### src/lsu_pkg.sv
package lsu_pkg;

  ////////////////////
  // Bus geometry
  ////////////////////

  // Address and data widths of the data bus
  localparam int ADDR_W = 32;
  localparam int DATA_W = 32;
  // One byte enable per byte lane
  localparam int BE_W = 4;
  // Bus transfers that may be in flight at once, also the response queue depth
  localparam int MAX_OUTSTANDING = 2;

  ////////////////////
  // Types
  ////////////////////

  // Memory opcodes coming from the execute stage
  typedef enum logic [2:0] {
    LSU_LB  = 3'd0,
    LSU_LH  = 3'd1,
    LSU_LW  = 3'd2,
    LSU_LBU = 3'd3,
    LSU_LHU = 3'd4,
    LSU_SB  = 3'd5,
    LSU_SH  = 3'd6,
    LSU_SW  = 3'd7
  } lsu_op_e;

  // Controller states, one per address phase of a possibly split access
  typedef enum logic [1:0] {
    LSU_IDLE   = 2'd0,
    LSU_FIRST  = 2'd1,
    LSU_SECOND = 2'd2
  } lsu_state_e;

  // Access size as log2 of the byte count, so 0 is byte, 1 is half and 2 is word
  function automatic logic [1:0] op_size(input lsu_op_e op);
    case (op)
      LSU_LB, LSU_LBU, LSU_SB: op_size = 2'd0;
      LSU_LH, LSU_LHU, LSU_SH: op_size = 2'd1;
      default:                 op_size = 2'd2;
    endcase
  endfunction

  // Stores are the upper three opcodes
  function automatic logic op_is_store(input lsu_op_e op);
    op_is_store = (op == LSU_SB) || (op == LSU_SH) || (op == LSU_SW);
  endfunction

endpackage
### src/lsu_top.sv
`timescale 1ns/1ns

module lsu_top (
  input  logic                         clk,
  input  logic                         rst_n,
  // Core side
  input  logic                         valid_i,
  input  lsu_pkg::lsu_op_e             op_i,
  input  logic [lsu_pkg::ADDR_W-1:0]   addr_i,
  input  logic [lsu_pkg::DATA_W-1:0]   wdata_i,
  output logic                         ready_o,
  output logic                         resp_valid_o,
  output logic [lsu_pkg::DATA_W-1:0]   resp_rdata_o,
  output logic                         busy_o,
  // Data bus
  output logic                         bus_req_o,
  input  logic                         bus_gnt_i,
  output logic [lsu_pkg::ADDR_W-1:0]   bus_addr_o,
  output logic                         bus_we_o,
  output logic [lsu_pkg::BE_W-1:0]     bus_be_o,
  output logic [lsu_pkg::DATA_W-1:0]   bus_wdata_o,
  input  logic                         bus_rvalid_i,
  input  logic [lsu_pkg::DATA_W-1:0]   bus_rdata_i
);

  logic                        accept;
  logic                        issue;
  logic                        issue_ok;
  logic                        split;
  logic                        second;
  lsu_pkg::lsu_op_e            op_q;
  logic [1:0]                  offset;
  logic [lsu_pkg::DATA_W-1:0]  wdata_q;

  // Controller owns the address phase, last_o is only checked inside it
  lsu_ctrl_fsm i_ctrl_fsm (
    .clk        (clk),
    .rst_n      (rst_n),
    .valid_i    (valid_i),
    .op_i       (op_i),
    .addr_i     (addr_i),
    .wdata_i    (wdata_i),
    .bus_gnt_i  (bus_gnt_i),
    .issue_ok_i (issue_ok),
    .ready_o    (ready_o),
    .accept_o   (accept),
    .bus_req_o  (bus_req_o),
    .bus_addr_o (bus_addr_o),
    .bus_we_o   (bus_we_o),
    .op_q_o     (op_q),
    .offset_o   (offset),
    .second_o   (second),
    .wdata_q_o  (wdata_q),
    .issue_o    (issue),
    .split_o    (split),
    .last_o     ()
  );

  lsu_trans_counter i_trans_counter (
    .clk          (clk),
    .rst_n        (rst_n),
    .issue_i      (issue),
    .bus_rvalid_i (bus_rvalid_i),
    .issue_ok_o   (issue_ok),
    .busy_o       (busy_o)
  );

  // Lane placement for the write data and the enables of both halves
  lsu_store_align i_store_align (
    .op_i     (op_q),
    .offset_i (offset),
    .second_i (second),
    .wdata_i  (wdata_q),
    .be_o     (bus_be_o),
    .wdata_o  (bus_wdata_o)
  );

  lsu_load_align i_load_align (
    .clk          (clk),
    .rst_n        (rst_n),
    .accept_i     (accept),
    .op_i         (op_q),
    .offset_i     (offset),
    .split_i      (split),
    .bus_rvalid_i (bus_rvalid_i),
    .bus_rdata_i  (bus_rdata_i),
    .resp_valid_o (resp_valid_o),
    .resp_rdata_o (resp_rdata_o)
  );

endmodule

### src/lsu_load_align.sv
`timescale 1ns/1ns

module lsu_load_align (
  input  logic                         clk,
  input  logic                         rst_n,
  input  logic                         accept_i,
  input  lsu_pkg::lsu_op_e             op_i,
  input  logic [1:0]                   offset_i,
  input  logic                         split_i,
  input  logic                         bus_rvalid_i,
  input  logic [lsu_pkg::DATA_W-1:0]   bus_rdata_i,
  output logic                         resp_valid_o,
  output logic [lsu_pkg::DATA_W-1:0]   resp_rdata_o
);

  // Per-instruction info, one entry per instruction still waiting for its response
  lsu_pkg::lsu_op_e q_op    [lsu_pkg::MAX_OUTSTANDING];
  logic [1:0]       q_off   [lsu_pkg::MAX_OUTSTANDING];
  logic             q_split [lsu_pkg::MAX_OUTSTANDING];

  // Depth is a power of two so the pointers wrap on their own
  logic [$clog2(lsu_pkg::MAX_OUTSTANDING)-1:0]   wr_ptr_q;
  logic [$clog2(lsu_pkg::MAX_OUTSTANDING)-1:0]   rd_ptr_q;
  logic [$clog2(lsu_pkg::MAX_OUTSTANDING+1)-1:0] q_cnt_q;

  logic                          half_q;
  logic [lsu_pkg::DATA_W-1:0]    hold_q;
  logic                          resp_valid_q;
  logic [lsu_pkg::DATA_W-1:0]    resp_rdata_q;
  lsu_pkg::lsu_op_e              head_op;
  logic [1:0]                    head_off;
  logic                          head_split;
  logic                          final_rsp;
  logic [2*lsu_pkg::DATA_W-1:0]  joined;
  logic [2*lsu_pkg::DATA_W-1:0]  shifted;
  logic [lsu_pkg::DATA_W-1:0]    word;
  logic [lsu_pkg::DATA_W-1:0]    ext;

  assign head_op    = q_op[rd_ptr_q];
  assign head_off   = q_off[rd_ptr_q];
  assign head_split = q_split[rd_ptr_q];

  // Only the second response of a split finishes the instruction
  assign final_rsp = bus_rvalid_i && (!head_split || half_q);

  ////////////////////
  // Merge and extend
  ////////////////////

  always_comb begin
    // First word sits low, the spill-over word high
    joined  = head_split ? {bus_rdata_i, hold_q} : {{lsu_pkg::DATA_W{1'b0}}, bus_rdata_i};
    shifted = joined >> {head_off, 3'b000};
    word    = shifted[lsu_pkg::DATA_W-1:0];
    case (head_op)
      lsu_pkg::LSU_LB:  ext = {{(lsu_pkg::DATA_W-8){word[7]}}, word[7:0]};
      lsu_pkg::LSU_LH:  ext = {{(lsu_pkg::DATA_W-16){word[15]}}, word[15:0]};
      lsu_pkg::LSU_LW:  ext = word;
      lsu_pkg::LSU_LBU: ext = {{(lsu_pkg::DATA_W-8){1'b0}}, word[7:0]};
      lsu_pkg::LSU_LHU: ext = {{(lsu_pkg::DATA_W-16){1'b0}}, word[15:0]};
      // Stores answer with zero
      default:          ext = '0;
    endcase
  end

  always_ff @(posedge clk or negedge rst_n) begin
    if (!rst_n) begin
      wr_ptr_q     <= '0;
      rd_ptr_q     <= '0;
      q_cnt_q      <= '0;
      half_q       <= 1'b0;
      resp_valid_q <= 1'b0;
    end else begin
      if (accept_i) begin
        wr_ptr_q <= wr_ptr_q + 1'b1;
      end
      if (final_rsp) begin
        rd_ptr_q <= rd_ptr_q + 1'b1;
      end
      if (accept_i && !final_rsp) begin
        q_cnt_q <= q_cnt_q + 1'b1;
      end else if (!accept_i && final_rsp) begin
        q_cnt_q <= q_cnt_q - 1'b1;
      end
      // Set by the first half of a split, cleared by the response that ends it
      if (bus_rvalid_i) begin
        half_q <= head_split && !half_q;
      end
      resp_valid_q <= final_rsp;
    end
  end

  always_ff @(posedge clk) begin
    if (accept_i) begin
      q_op[wr_ptr_q]    <= op_i;
      q_off[wr_ptr_q]   <= offset_i;
      q_split[wr_ptr_q] <= split_i;
    end
    if (bus_rvalid_i && !final_rsp) begin
      hold_q <= bus_rdata_i;
    end
    if (final_rsp) begin
      resp_rdata_q <= ext;
    end
  end

  assign resp_valid_o = resp_valid_q;
  assign resp_rdata_o = resp_rdata_q;

  ////////////////////
  // Assertions
  ////////////////////

  a_queue_no_overflow : assert property (@(posedge clk) disable iff (!rst_n)
    accept_i && !final_rsp |-> (q_cnt_q < lsu_pkg::MAX_OUTSTANDING))
    else $error("Response queue overflow");

  a_queue_no_underflow : assert property (@(posedge clk) disable iff (!rst_n)
    bus_rvalid_i |-> (q_cnt_q != '0))
    else $error("Response with an empty queue");

endmodule

### src/lsu_store_align.sv
`timescale 1ns/1ns

module lsu_store_align (
  input  lsu_pkg::lsu_op_e             op_i,
  input  logic [1:0]                   offset_i,
  input  logic                         second_i,
  input  logic [lsu_pkg::DATA_W-1:0]   wdata_i,
  output logic [lsu_pkg::BE_W-1:0]     be_o,
  output logic [lsu_pkg::DATA_W-1:0]   wdata_o
);

  logic [lsu_pkg::BE_W-1:0]     mask;
  logic [2*lsu_pkg::BE_W-1:0]   lanes;
  logic [2*lsu_pkg::DATA_W-1:0] doubled;

  // Byte mask of the access before it is moved to its offset
  always_comb begin
    case (lsu_pkg::op_size(op_i))
      2'd0:    mask = {{(lsu_pkg::BE_W-1){1'b0}}, 1'b1};
      2'd1:    mask = {{(lsu_pkg::BE_W-2){1'b0}}, 2'b11};
      default: mask = {lsu_pkg::BE_W{1'b1}};
    endcase
  end

  // Shifted over two words, the upper word holds the lanes that spill over
  assign lanes = {{lsu_pkg::BE_W{1'b0}}, mask} << offset_i;
  assign be_o  = second_i ? lanes[2*lsu_pkg::BE_W-1:lsu_pkg::BE_W]
                          : lanes[lsu_pkg::BE_W-1:0];

  // Rotate left by whole bytes
  // The same rotated word serves both halves since each half only enables its own lanes
  assign doubled = {wdata_i, wdata_i} << {offset_i, 3'b000};
  assign wdata_o = doubled[2*lsu_pkg::DATA_W-1:lsu_pkg::DATA_W];

endmodule

### src/lsu_trans_counter.sv
`timescale 1ns/1ns

module lsu_trans_counter (
  input  logic clk,
  input  logic rst_n,
  input  logic issue_i,
  input  logic bus_rvalid_i,
  output logic issue_ok_o,
  output logic busy_o
);

  logic [$clog2(lsu_pkg::MAX_OUTSTANDING+1)-1:0] cnt_q;
  logic [$clog2(lsu_pkg::MAX_OUTSTANDING+1)-1:0] cnt_d;

  // Granted transfers count up, responses count down, both together cancel
  always_comb begin
    cnt_d = cnt_q;
    if (issue_i && !bus_rvalid_i) begin
      cnt_d = cnt_q + 1'b1;
    end else if (!issue_i && bus_rvalid_i) begin
      cnt_d = cnt_q - 1'b1;
    end
  end

  always_ff @(posedge clk or negedge rst_n) begin
    if (!rst_n) begin
      cnt_q <= '0;
    end else begin
      cnt_q <= cnt_d;
    end
  end

  // A retiring response frees a slot in the same cycle
  assign issue_ok_o = (cnt_q < lsu_pkg::MAX_OUTSTANDING) || bus_rvalid_i;
  assign busy_o     = (cnt_q != '0);

  ////////////////////
  // Assertions
  ////////////////////

  a_cnt_max : assert property (@(posedge clk) disable iff (!rst_n)
    cnt_q <= lsu_pkg::MAX_OUTSTANDING)
    else $error("Outstanding transfer count above limit");

  a_cnt_no_underflow : assert property (@(posedge clk) disable iff (!rst_n)
    (cnt_q == '0) |=> (cnt_q <= 1))
    else $error("Outstanding transfer count underflow");

  a_no_spurious_rvalid : assert property (@(posedge clk) disable iff (!rst_n)
    bus_rvalid_i |-> (cnt_q != '0))
    else $error("Response without an outstanding transfer");

  // A granted transfer is outstanding from the next cycle on, so busy shows it
  a_busy_outstanding : assert property (@(posedge clk) disable iff (!rst_n)
    issue_i |=> busy_o)
    else $error("Transfer granted but busy is low");

endmodule

### src/lsu_ctrl_fsm.sv
`timescale 1ns/1ns

module lsu_ctrl_fsm (
  input  logic                         clk,
  input  logic                         rst_n,
  input  logic                         valid_i,
  input  lsu_pkg::lsu_op_e             op_i,
  input  logic [lsu_pkg::ADDR_W-1:0]   addr_i,
  input  logic [lsu_pkg::DATA_W-1:0]   wdata_i,
  input  logic                         bus_gnt_i,
  input  logic                         issue_ok_i,
  output logic                         ready_o,
  output logic                         accept_o,
  output logic                         bus_req_o,
  output logic [lsu_pkg::ADDR_W-1:0]   bus_addr_o,
  output logic                         bus_we_o,
  output lsu_pkg::lsu_op_e             op_q_o,
  output logic [1:0]                   offset_o,
  output logic                         second_o,
  output logic [lsu_pkg::DATA_W-1:0]   wdata_q_o,
  output logic                         issue_o,
  output logic                         split_o,
  output logic                         last_o
);

  lsu_pkg::lsu_state_e               state_q;
  logic                              req_q;
  logic                              accept_q;
  logic                              split_q;
  logic                              we_q;
  lsu_pkg::lsu_op_e                  op_q;
  logic [1:0]                        offset_q;
  logic [lsu_pkg::ADDR_W-1:0]        addr_q;
  logic [lsu_pkg::DATA_W-1:0]        wdata_q;
  logic                              accept;
  logic [2:0]                        nbytes;
  logic                              split_new;

  ////////////////////
  // Handshakes
  ////////////////////

  // New work is taken only when idle and the counter has room for the first transfer
  assign ready_o = (state_q == lsu_pkg::LSU_IDLE) && issue_ok_i;
  assign accept  = valid_i && ready_o;

  // An access splits when its last byte falls past lane 3
  assign nbytes    = 3'd1 << lsu_pkg::op_size(op_i);
  assign split_new = ({1'b0, addr_i[1:0]} + nbytes) > 3'd4;

  // Hold the request back while the counter is full
  assign bus_req_o = req_q && issue_ok_i;
  assign issue_o   = bus_req_o && bus_gnt_i;
  assign last_o    = (state_q == lsu_pkg::LSU_SECOND) || !split_q;

  assign accept_o   = accept_q;
  assign split_o    = split_q;
  assign second_o   = (state_q == lsu_pkg::LSU_SECOND);
  assign bus_addr_o = addr_q;
  assign bus_we_o   = we_q;
  assign op_q_o     = op_q;
  assign offset_o   = offset_q;
  assign wdata_q_o  = wdata_q;

  ////////////////////
  // State register
  ////////////////////

  always_ff @(posedge clk or negedge rst_n) begin
    if (!rst_n) begin
      state_q  <= lsu_pkg::LSU_IDLE;
      req_q    <= 1'b0;
      accept_q <= 1'b0;
      split_q  <= 1'b0;
    end else begin
      // Load side queues the instruction one cycle after acceptance
      accept_q <= accept;
      case (state_q)
        lsu_pkg::LSU_IDLE: begin
          if (accept) begin
            state_q <= lsu_pkg::LSU_FIRST;
            req_q   <= 1'b1;
            split_q <= split_new;
          end
        end
        lsu_pkg::LSU_FIRST: begin
          // A split keeps the request up and moves straight on to the next word
          if (issue_o) begin
            if (split_q) begin
              state_q <= lsu_pkg::LSU_SECOND;
            end else begin
              state_q <= lsu_pkg::LSU_IDLE;
              req_q   <= 1'b0;
            end
          end
        end
        lsu_pkg::LSU_SECOND: begin
          if (issue_o) begin
            state_q <= lsu_pkg::LSU_IDLE;
            req_q   <= 1'b0;
          end
        end
        default: begin
          state_q <= lsu_pkg::LSU_IDLE;
          req_q   <= 1'b0;
        end
      endcase
    end
  end

  // Instruction fields, with the bus address always word aligned
  always_ff @(posedge clk) begin
    if (accept) begin
      op_q     <= op_i;
      offset_q <= addr_i[1:0];
      addr_q   <= {addr_i[lsu_pkg::ADDR_W-1:2], 2'b00};
      wdata_q  <= wdata_i;
      we_q     <= lsu_pkg::op_is_store(op_i);
    end else if (issue_o && (state_q == lsu_pkg::LSU_FIRST) && split_q) begin
      // Second half goes to the following word
      addr_q[lsu_pkg::ADDR_W-1:2] <= addr_q[lsu_pkg::ADDR_W-1:2] + 1'b1;
    end
  end

  ////////////////////
  // Assertions
  ////////////////////

  a_addr_phase_known : assert property (@(posedge clk) disable iff (!rst_n)
    bus_req_o |-> !$isunknown({bus_addr_o, bus_we_o, op_q_o, offset_o, second_o}))
    else $error("Address phase has X while requesting");

  // Everything that feeds the address phase stays put until the grant
  a_addr_phase_stable : assert property (@(posedge clk) disable iff (!rst_n)
    bus_req_o && !bus_gnt_i |=> bus_req_o && $stable(bus_addr_o) && $stable(bus_we_o)
                                && $stable(second_o) && $stable(wdata_q_o))
    else $error("Address phase changed before grant");

  // An accepted instruction drops ready and requests on the next cycle
  a_accept_to_req : assert property (@(posedge clk) disable iff (!rst_n)
    valid_i && ready_o |=> bus_req_o && !ready_o)
    else $error("Acceptance not followed by a bus request");

  // The second half of a split follows the first grant directly, one word up
  a_split_back_to_back : assert property (@(posedge clk) disable iff (!rst_n)
    issue_o && !last_o |=> second_o && (bus_addr_o == $past(bus_addr_o) + 4))
    else $error("Split transfer not followed by its second half on the next word");

endmodule

### config.mk
export PLATFORM = sky130hd
export DESIGN_NAME = lsu_top
export DESIGN_NICKNAME = d
export VERILOG_FILES = /design/src/lsu_pkg.sv /design/src/lsu_top.sv /design/src/lsu_load_align.sv /design/src/lsu_store_align.sv /design/src/lsu_trans_counter.sv /design/src/lsu_ctrl_fsm.sv
export SDC_FILE = /design/constraint.sdc
export NUM_CORES = 1
export LEC_CHECK = 0
export BUFFER_PORTS_ARGS = -buffer_cell sky130_fd_sc_hd__buf_4
export CELL_PAD_IN_SITES_DETAIL_PLACEMENT = 0
export CELL_PAD_IN_SITES_GLOBAL_PLACEMENT = 1
export CORE_MARGIN = 2
export CORE_UTILIZATION = 43
export CTS_CLUSTER_SIZE = 30
export DETAILED_ROUTE_END_ITERATION = 7
export MAX_ROUTING_LAYER = met4
export PLACE_DENSITY_LB_ADDON = 0.3
export SLEW_MARGIN = 20
export SYNTH_ARGS = -nofsm -noshare
export SYNTH_HDL_FRONTEND = slang
export SYNTH_SLANG_ARGS = --single-unit
### constraint.sdc
create_clock -name clk -period 4.15 [get_ports clk]
set_clock_uncertainty 0.15 [all_clocks]
set_input_delay 0.2075 -clock clk [delete_from_list [all_inputs] [get_ports clk]]
set_output_delay 0.2075 -clock clk [all_outputs]
set_load 0.01 [all_outputs]
==> Word level (Yosys, flattened, before mapping) <==
Memory sizes are Yosys's and may differ from the RTL's.
Cells that the tools add are included.
{ "totals": {"regBits": 143, "ram_bits": 12, "in_bits": 104, "out_inout_bits": 105, "word_cells": 110, "mem_count": 3} }
{ "classes": {"addsub": 6, "n_lt_le_gt_ge": 2, "eq_ne": 22, "shifts": 4, "n_mux": 22, "n_reduce_logical": 35} }
{ "mem_list": {"columns": ["memory", "words", "word_bits", "rd", "rd_ports_with_merged_regs", "write_ports", "line", "source"], "rows": [
  ["i_load_align.q_op", 2, 3, 1, 0, 1, "lsu_load_align.sv:17", "lsu_pkg::lsu_op_e q_op [lsu_pkg::MAX_OUTSTANDING];"],
  ["i_load_align.q_off", 2, 2, 1, 0, 1, "lsu_load_align.sv:18", "logic [1:0] q_off [lsu_pkg::MAX_OUTSTANDING];"],
  ["i_load_align.q_split", 2, 1, 1, 0, 1, "lsu_load_align.sv:19", "logic q_split [lsu_pkg::MAX_OUTSTANDING];"]
]} }
{ "op_table": {"columns": ["operator", "n"], "rows": [
  ["32-bit case mux with 5 select lines", 1],
  ["64-bit two-way mux", 1],
  ["64-bit by 5-bit left shift with 64-bit output", 1],
  ["64-bit by 5-bit right shift with 32-bit output", 1],
  ["30-bit two-way mux", 2],
  ["30-bit by 1-bit adder with 30-bit output, second input constant", 1],
  ["3-bit == test, second input constant", 8],
  ["3-bit by 2-bit == test with 1-bit output, second input constant", 4],
  ["2-bit two-way mux", 6],
  ["3-bit OR reduction", 4],
  ["1-bit logical AND", 11],
  ["3-bit by 1-bit == test with 1-bit output, second input constant", 3],
  ["3-bit zero test", 3],
  ["2-bit case mux with 2 select lines", 2],
  ["4-bit case mux with 2 select lines", 1],
  ["4-bit by 2-bit left shift with 8-bit output", 1],
  ["1-bit two-way mux", 6],
  ["2-bit case mux with 3 select lines", 1],
  ["2-bit nonzero test", 3],
  ["1-bit zero test", 5],
  ["2-bit by 1-bit == test with 1-bit output, second input constant", 2],
  ["2-bit zero test", 2],
  ["1-bit logical OR", 4],
  ["4-bit two-way mux", 1],
  ["14 further kinds", 17]
]} }

==> Logic depth before layout (Yosys ltp) <==
{ "logic_depth": {"ltp_word": 8, "depth_mapped": 9} }

==> By module <==
From an unflattened synthesis, not the netlist that was laid out.
{ "unflattened": {"cells_unflattened": 695, "area_unflattened_um2": 8639.5} }
{ "by_module_without_submodules": {"columns": ["mod", "instances", "cells_each", "area_per_inst_um2", "seq_area_each_um2"], "rows": [
  ["lsu_load_align", 1, 358, 4239.1, 2382.3],
  ["lsu_ctrl_fsm", 1, 261, 3329.4, 2167.1],
  ["lsu_store_align", 1, 66, 964.7, 0.0],
  ["lsu_trans_counter", 1, 10, 106.4, 50.0]
]} }

==> Worst setup path before layout <==
OpenSTA, ideal clock, no wires.
{ "synth_timing": {"kind": "flip-flop to flip-flop", "start": "register i_load_align.rd_ptr_q", "end": "register i_load_align.hold_q[0] (netlist name), enable pin", "arrival_ns": 3.108, "t_required_ns": 3.536, "path_slack_ns": 0.428, "path_stages_with_launch": 5, "path_buffers": 2, "cell_sequence": "dfrtp_1 -> buf_6 -> mux2i_1 -> clkbuf_1 -> nor3_1"} }
{ "synth_between": {"elab_chain_len": 6} }
{ "synth_rtl": {"columns": ["element", "line", "source"], "rows": [
  ["start: declaration", "lsu_load_align.sv:23", "logic [$clog2(lsu_pkg::MAX_OUTSTANDING)-1:0] rd_ptr_q;"],
  ["start signal: assignment", "lsu_load_align.sv:78", "rd_ptr_q <= rd_ptr_q + 1'b1;"],
  ["memory 2 x 1 bit", null, null],
  ["1-bit zero test", "lsu_load_align.sv:44", "assign final_rsp = bus_rvalid_i && (!head_split || half_q);"],
  ["1-bit logical OR", "lsu_load_align.sv:44", null],
  ["1-bit logical AND", "lsu_load_align.sv:44", null],
  ["1-bit zero test", null, null],
  ["1-bit logical AND", "lsu_load_align.sv:99", "if (bus_rvalid_i && !final_rsp) begin"],
  ["end signal: assignment", "lsu_load_align.sv:100", "hold_q <= bus_rdata_i;"],
  ["end: declaration", "lsu_load_align.sv:27", "logic [lsu_pkg::DATA_W-1:0] hold_q;"]
]} }
Every way passes these cells.
A chain may end at the register's enable or synchronous reset.

==> Final worst setup path <==
{ "layout_timing": {"start": "register i_load_align.rd_ptr_q", "end": "register i_load_align.resp_rdata_q (netlist bit i_load_align.resp_rdata_o[25]) (data pin)"} }
{ "layout_between": {"elab_chain_len": 4} }
{ "layout_rtl": {"columns": ["element", "line", "source"], "rows": [
  ["memory 2 x 1 bit", null, null],
  ["64-bit two-way mux", "lsu_load_align.sv:52", "joined = head_split ? {bus_rdata_i, hold_q} : {{lsu_pkg::DATA_W{1'b0}}, bus_rdata_i};"],
  ["64-bit by 5-bit right shift with 32-bit output", "lsu_load_align.sv:53", "shifted = joined >> {head_off, 3'b000};"],
  ["32-bit case mux with 5 select lines *", "lsu_load_align.sv:55", "case (head_op)"],
  ["via i_load_align.ext (one bit)", "lsu_load_align.sv:37", "logic [lsu_pkg::DATA_W-1:0] ext;"],
  ["end signal: assignment", "lsu_load_align.sv:103", "resp_rdata_q <= ext;"],
  ["end: declaration", "lsu_load_align.sv:29", "logic [lsu_pkg::DATA_W-1:0] resp_rdata_q;"]
]} }
Mark *: on every way through the listed nets, which the timed path passes. The rest lies on a longest branch.

==> impl_results.html <==
<table>
<tr><th>Metric</th><th>Value</th></tr>
<tr><th colspan="2">Outcome</th></tr>
<tr><td>Result of the run</td><td>complete, no violations</td></tr>
<tr><th colspan="2">Power</th></tr>
<tr><td>Internal power summed over all cells</td><td>4.54 mW</td></tr>
<tr><td>Sequential share of power</td><td>37.7%</td></tr>
<tr><td>IR Drop Worst-Case VDD</td><td>0.356 mV</td></tr>
<tr><td>Leakage power</td><td>4.51 nW</td></tr>
<tr><td>Comb pwr share</td><td>42.2%</td></tr>
<tr><td>Share of power burned in the clock network</td><td>20.1%</td></tr>
<tr><td>Net switching power of the design</td><td>2.54 mW</td></tr>
<tr><td>Power per standard cell area</td><td>599 nW/um^2</td></tr>
<tr><td>Switching share of power</td><td>35.9%</td></tr>
<tr><td>Power consumption</td><td>7.09 mW</td></tr>
<tr><th colspan="2">Route</th></tr>
<tr><td>First DRT Iteration DRCs</td><td>467</td></tr>
<tr><td>DRC violations left</td><td>0</td></tr>
<tr><td>Detail-routed via count per cell</td><td>5.51</td></tr>
<tr><td>1st-pass router iterations</td><td>6</td></tr>
<tr><td>Vias</td><td>6778</td></tr>
<tr><td>Wire length after detailed routing</td><td>22.3 mm</td></tr>
<tr><td>Antenna violation net count after detailed routing</td><td>0</td></tr>
<tr><td>Routed len/inst</td><td>18.1 um</td></tr>
<tr><th colspan="2">Placed design</th></tr>
<tr><td>Routability congestion estimate</td><td>0.881</td></tr>
<tr><td>Placed cell areas</td><td>10300 sq um</td></tr>
<tr><td>Placed Cells</td><td>1097</td></tr>
<tr><td>Placement Setup Slack</td><td>0.864 ns</td></tr>
<tr><td>Number of port buffers</td><td>206</td></tr>
<tr><td>Post-DP HPWL</td><td>14.9 mm</td></tr>
<tr><th colspan="2">STA</th></tr>
<tr><td>Actual slew at the worst max-slew pin</td><td>1.05 ns</td></tr>
<tr><td>Final Hold Violating Endpoints</td><td>0</td></tr>
<tr><td>Hold WS</td><td>0.0354 ns</td></tr>
<tr><td>F_max</td><td>301 MHz</td></tr>
<tr><td>Setup slack after layout</td><td>0.827 ns</td></tr>
<tr><td>Setup repair after global routing missed its margin</td><td>false</td></tr>
<tr><td>Final worst path period share</td><td>80.1%</td></tr>
<tr><td>Final setup violating endpoints</td><td>0</td></tr>
<tr><td>Relative slew margins</td><td>30.2%</td></tr>
<tr><td>Setup_tns</td><td>0 ns</td></tr>
<tr><td>Final Critical Period</td><td>3.32 ns</td></tr>
<tr><td>Pins over their slew limit</td><td>0</td></tr>
<tr><th colspan="2">Logic synthesis</th></tr>
<tr><td>Number of distinct library cells after synthesis</td><td>52</td></tr>
<tr><td>Share of the synthesized area in the top cell type</td><td>51.0%</td></tr>
<tr><td>Number of warning messages in the yosys log</td><td>0</td></tr>
<tr><td>Commonest register cell after synthesis</td><td>edfxtp_1</td></tr>
<tr><td>Post-synthesis instance area</td><td>8490 sq um</td></tr>
<tr><td>Share of flip-flops with an asynchronous set or reset</td><td>7.10%</td></tr>
<tr><td>Count of flip-flops with a built-in enable after synthesis</td><td>144</td></tr>
<tr><td>Share of synthesized area occupied by flip-flops and latches</td><td>54.2%</td></tr>
<tr><td>Library cell with the largest summed area after synthesis</td><td>edfxtp_1</td></tr>
<tr><td>Average cell area after synthesis</td><td>12.9 sq um</td></tr>
<tr><td>#FFs+latches synth</td><td>155</td></tr>
<tr><td>Ranking of synthesized cells by area</td><td>edfxtp_1, mux4_2, nand2_1</td></tr>
<tr><td>Number of instances in the synthesized netlist</td><td>656</td></tr>
<tr><th colspan="2">Final layout</th></tr>
<tr><td>Layout Cells excl Fill</td><td>1230</td></tr>
<tr><td>Fraction of layout cells with a size suffix above 1</td><td>34.8%</td></tr>
<tr><td>Post-route cell area</td><td>11800 sq um</td></tr>
<tr><td>Final Core Density</td><td>61.0%</td></tr>
<tr><td>Filler Cell Count</td><td>1565</td></tr>
<tr><td>Number of diodes added for antenna fixing</td><td>0</td></tr>
<tr><td>Final nets</td><td>1060</td></tr>
<tr><td>Area growth from synthesis to final layout</td><td>39.5%</td></tr>
<tr><th colspan="2">Global route</th></tr>
<tr><td>Largest net degree at the start of global routing</td><td>95</td></tr>
<tr><td>Number of antenna violations at the first check in global routing</td><td>0</td></tr>
<tr><td>Vias in the first global route</td><td>6910</td></tr>
<tr><td>Wire length of the first global-routing pass</td><td>34.6 mm</td></tr>
<tr><td>Overall track demand over capacity in global routing</td><td>22.2%</td></tr>
<tr><td>Total gr overflow</td><td>0</td></tr>
<tr><th colspan="2">Min path</th></tr>
<tr><td>Hold WC Path Type</td><td>input pin to asynchronous set/reset pin</td></tr>
<tr><th colspan="2">Die</th></tr>
<tr><td>Number of placed I/O pins</td><td>209</td></tr>
<tr><td>Site Rows</td><td>51</td></tr>
<tr><td>Initial core utilization</td><td>43.7%</td></tr>
<tr><td>Die footprint</td><td>20900 sq um</td></tr>
<tr><td>Standard cell core area</td><td>19400 sq um</td></tr>
<tr><td>Chip height</td><td>144 um</td></tr>
<tr><td>Die span in x</td><td>144 um</td></tr>
<tr><th colspan="2">CTS</th></tr>
<tr><td>Clock Root Buffer</td><td>clkbuf_16</td></tr>
<tr><td>Number of post-CTS setup repair buffers</td><td>0</td></tr>
<tr><td>Level count of the clock H-tree</td><td>4</td></tr>
<tr><td>Number of buffers between clock root and the deepest sink</td><td>2</td></tr>
<tr><td>Clock tree from TritonCTS</td><td>yes</td></tr>
<tr><td>Number of buffers inserted during clock tree synthesis</td><td>17</td></tr>
<tr><td>Clock latency on the worst-skew pair</td><td>0.42 ns</td></tr>
<tr><td>Clock slew at the register clock pins of the worst setup and hold paths</td><td>0.06 ns</td></tr>
<tr><td>Sinks on Clock Net</td><td>155</td></tr>
<tr><th colspan="2">Critical path</th></tr>
<tr><td>Startpoint type of the worst setup path</td><td>flop</td></tr>
<tr><td>Required time reported for the critical path endpoint</td><td>4.24 ns</td></tr>
<tr><td>Maximum fanout along the worst path</td><td>24</td></tr>
<tr><td>Kind of critical path</td><td>flop to flop</td></tr>
<tr><td>Arrival time at the worst endpoint</td><td>3.41 ns</td></tr>
<tr><td>Worst Setup End Kind</td><td>flop</td></tr>
<tr><td>Slack of the worst reg-to-reg path</td><td>0.83 ns</td></tr>
<tr><th colspan="2">Flow run</th></tr>
<tr><td>Max-capacitance violation count</td><td>0</td></tr>
</table>
[sequential cells by signal, summed over array words and instances, names as in the netlist, 2 cells and up]
name,count
i_load_align.q_split,2
i_load_align.resp_rdata_o,32
i_load_align.q_off,4
i_load_align.hold_q,32
i_load_align.q_op,6
i_ctrl_fsm.state_q,2
i_ctrl_fsm.offset_o,2
i_trans_counter.cnt_q,2
i_ctrl_fsm.op_q_o,3
i_ctrl_fsm.wdata_q_o,32
i_ctrl_fsm.bus_addr_o,30
[power by group through the flow]
stage / combinational (mW) / sequential (mW) / clock [mW]
final: 2.99 / 2.67 / 1.43
after global routing: 3.25 / 2.73 / 1.52
after CTS: 3.00 / 2.68 / 1.46
after detailed placement: 2.92 / 2.71 / 0
after global placement: 2.85 / 2.68 / 0
after floorplan: 1.79 / 2.70 / 0
[layer usage]
metal | track usage (%) | vias up | part of all wire [%]
li1 | - | 3142 | -
met4 | 7.05 | 0 | 2.0
met3 | 6.03 | 36 | 7.0
met1 | 26.3 | 3347 | 39
met5 | - | - | 0
met2 | 37.2 | 253 | 51
[placed cells by master (no fill, tap or decap), drive strengths merged, types with 3 or more instances in the layout]
cell and count:
a221o 7, clkinvlp 4, and3 14, buf 222, dlygate4sd3 101, ha 3, o211ai 17, nor3 13
xnor2 17, dfrtp 11, edfxtp 144, nand3 30, nor2 15, nand2 82, mux4 54, inv 17
nand2b 5, mux2i 13, a22oi 7, nand4 9, clkinv 7, xor2 21, nor2b 3, nor4 4
and2 5, mux2 12, o21ai 55, a311o 5, clkbuf 17, a21oi 28
[synthesized netlist by cell type (all sizes together) (7+ instances only)]
| master | count |
|---|---|
| nor2 | 15 |
| mux4 | 54 |
| a22oi | 7 |
| a21oi | 28 |
| clkbuf | 26 |
| buf | 21 |
| o211ai | 17 |
| edfxtp | 144 |
| nand4 | 9 |
| dfrtp | 11 |
| o21ai | 55 |
| nand2 | 82 |
| nand3 | 30 |
| a221o | 7 |
| xnor2 | 17 |
| mux2 | 12 |
| and3 | 14 |
| inv | 13 |
| xor2 | 21 |
| mux2i | 13 |
| nor3 | 13 |
[worst max-delay path: stages (launching register included)]
cell and delay [ns]:
dfrtp_1 0.79, mux2_4 0.40, mux2i_1 0.17, mux4_2 0.49, or3_1 0.82, o211ai_1 0.30
[worst paths after layout]
check,cells after the start,end,from
worst min register to register,1,i_load_align.wr_ptr_q,i_ctrl_fsm.accept_o
worst max-delay path,5,i_load_align.resp_rdata_o[25],i_load_align.rd_ptr_q
max in group asynchronous,2,i_trans_counter.cnt_q[0],rst_n
worst min-delay path,2,i_ctrl_fsm.split_o,rst_n
min in group clk,3,i_ctrl_fsm.state_q[0],bus_gnt_i
worst max register to register,5,i_load_align.resp_rdata_o[25],i_load_align.rd_ptr_q
[final cells by class]
class / instances / area, sq um / area share [%]
Inverter: 13 / 48.8 / 0.412
Sequential cell: 155 / 4600 / 38.8
Tap cell: 265 / 332 / 2.80
Clock inverter: 15 / 118 / 0.993
Timing Repair Buffer: 323 / 2680 / 22.6
Clock buffer: 17 / 425 / 3.59
Multi-Input combinational cell: 442 / 3640 / 30.7
[what timing repair did]
action,CTS,global route
hold buffers,101,0
endpoints found under the hold margin,113,0
gates resized for setup,0,0
endpoints found under the setup margin,0,0
[kinds of logic (layout without fill, tap and decap cells)]
logic type	Yosys count	count (layout)	synth area share, %
buffers and inverters	60	368	3.13
AND/OR/NAND/NOR	189	189	10.6
other	1	2	0.0442
multiplexers	79	79	17.5
AO/OA/AOI/OAI	130	130	9.95
adder cells (fa/ha/maj)	4	4	0.678
XOR/XNOR	38	38	3.92
flip-flops	155	155	54.2
No activity file was read; power rests on OpenSTA's default activity.
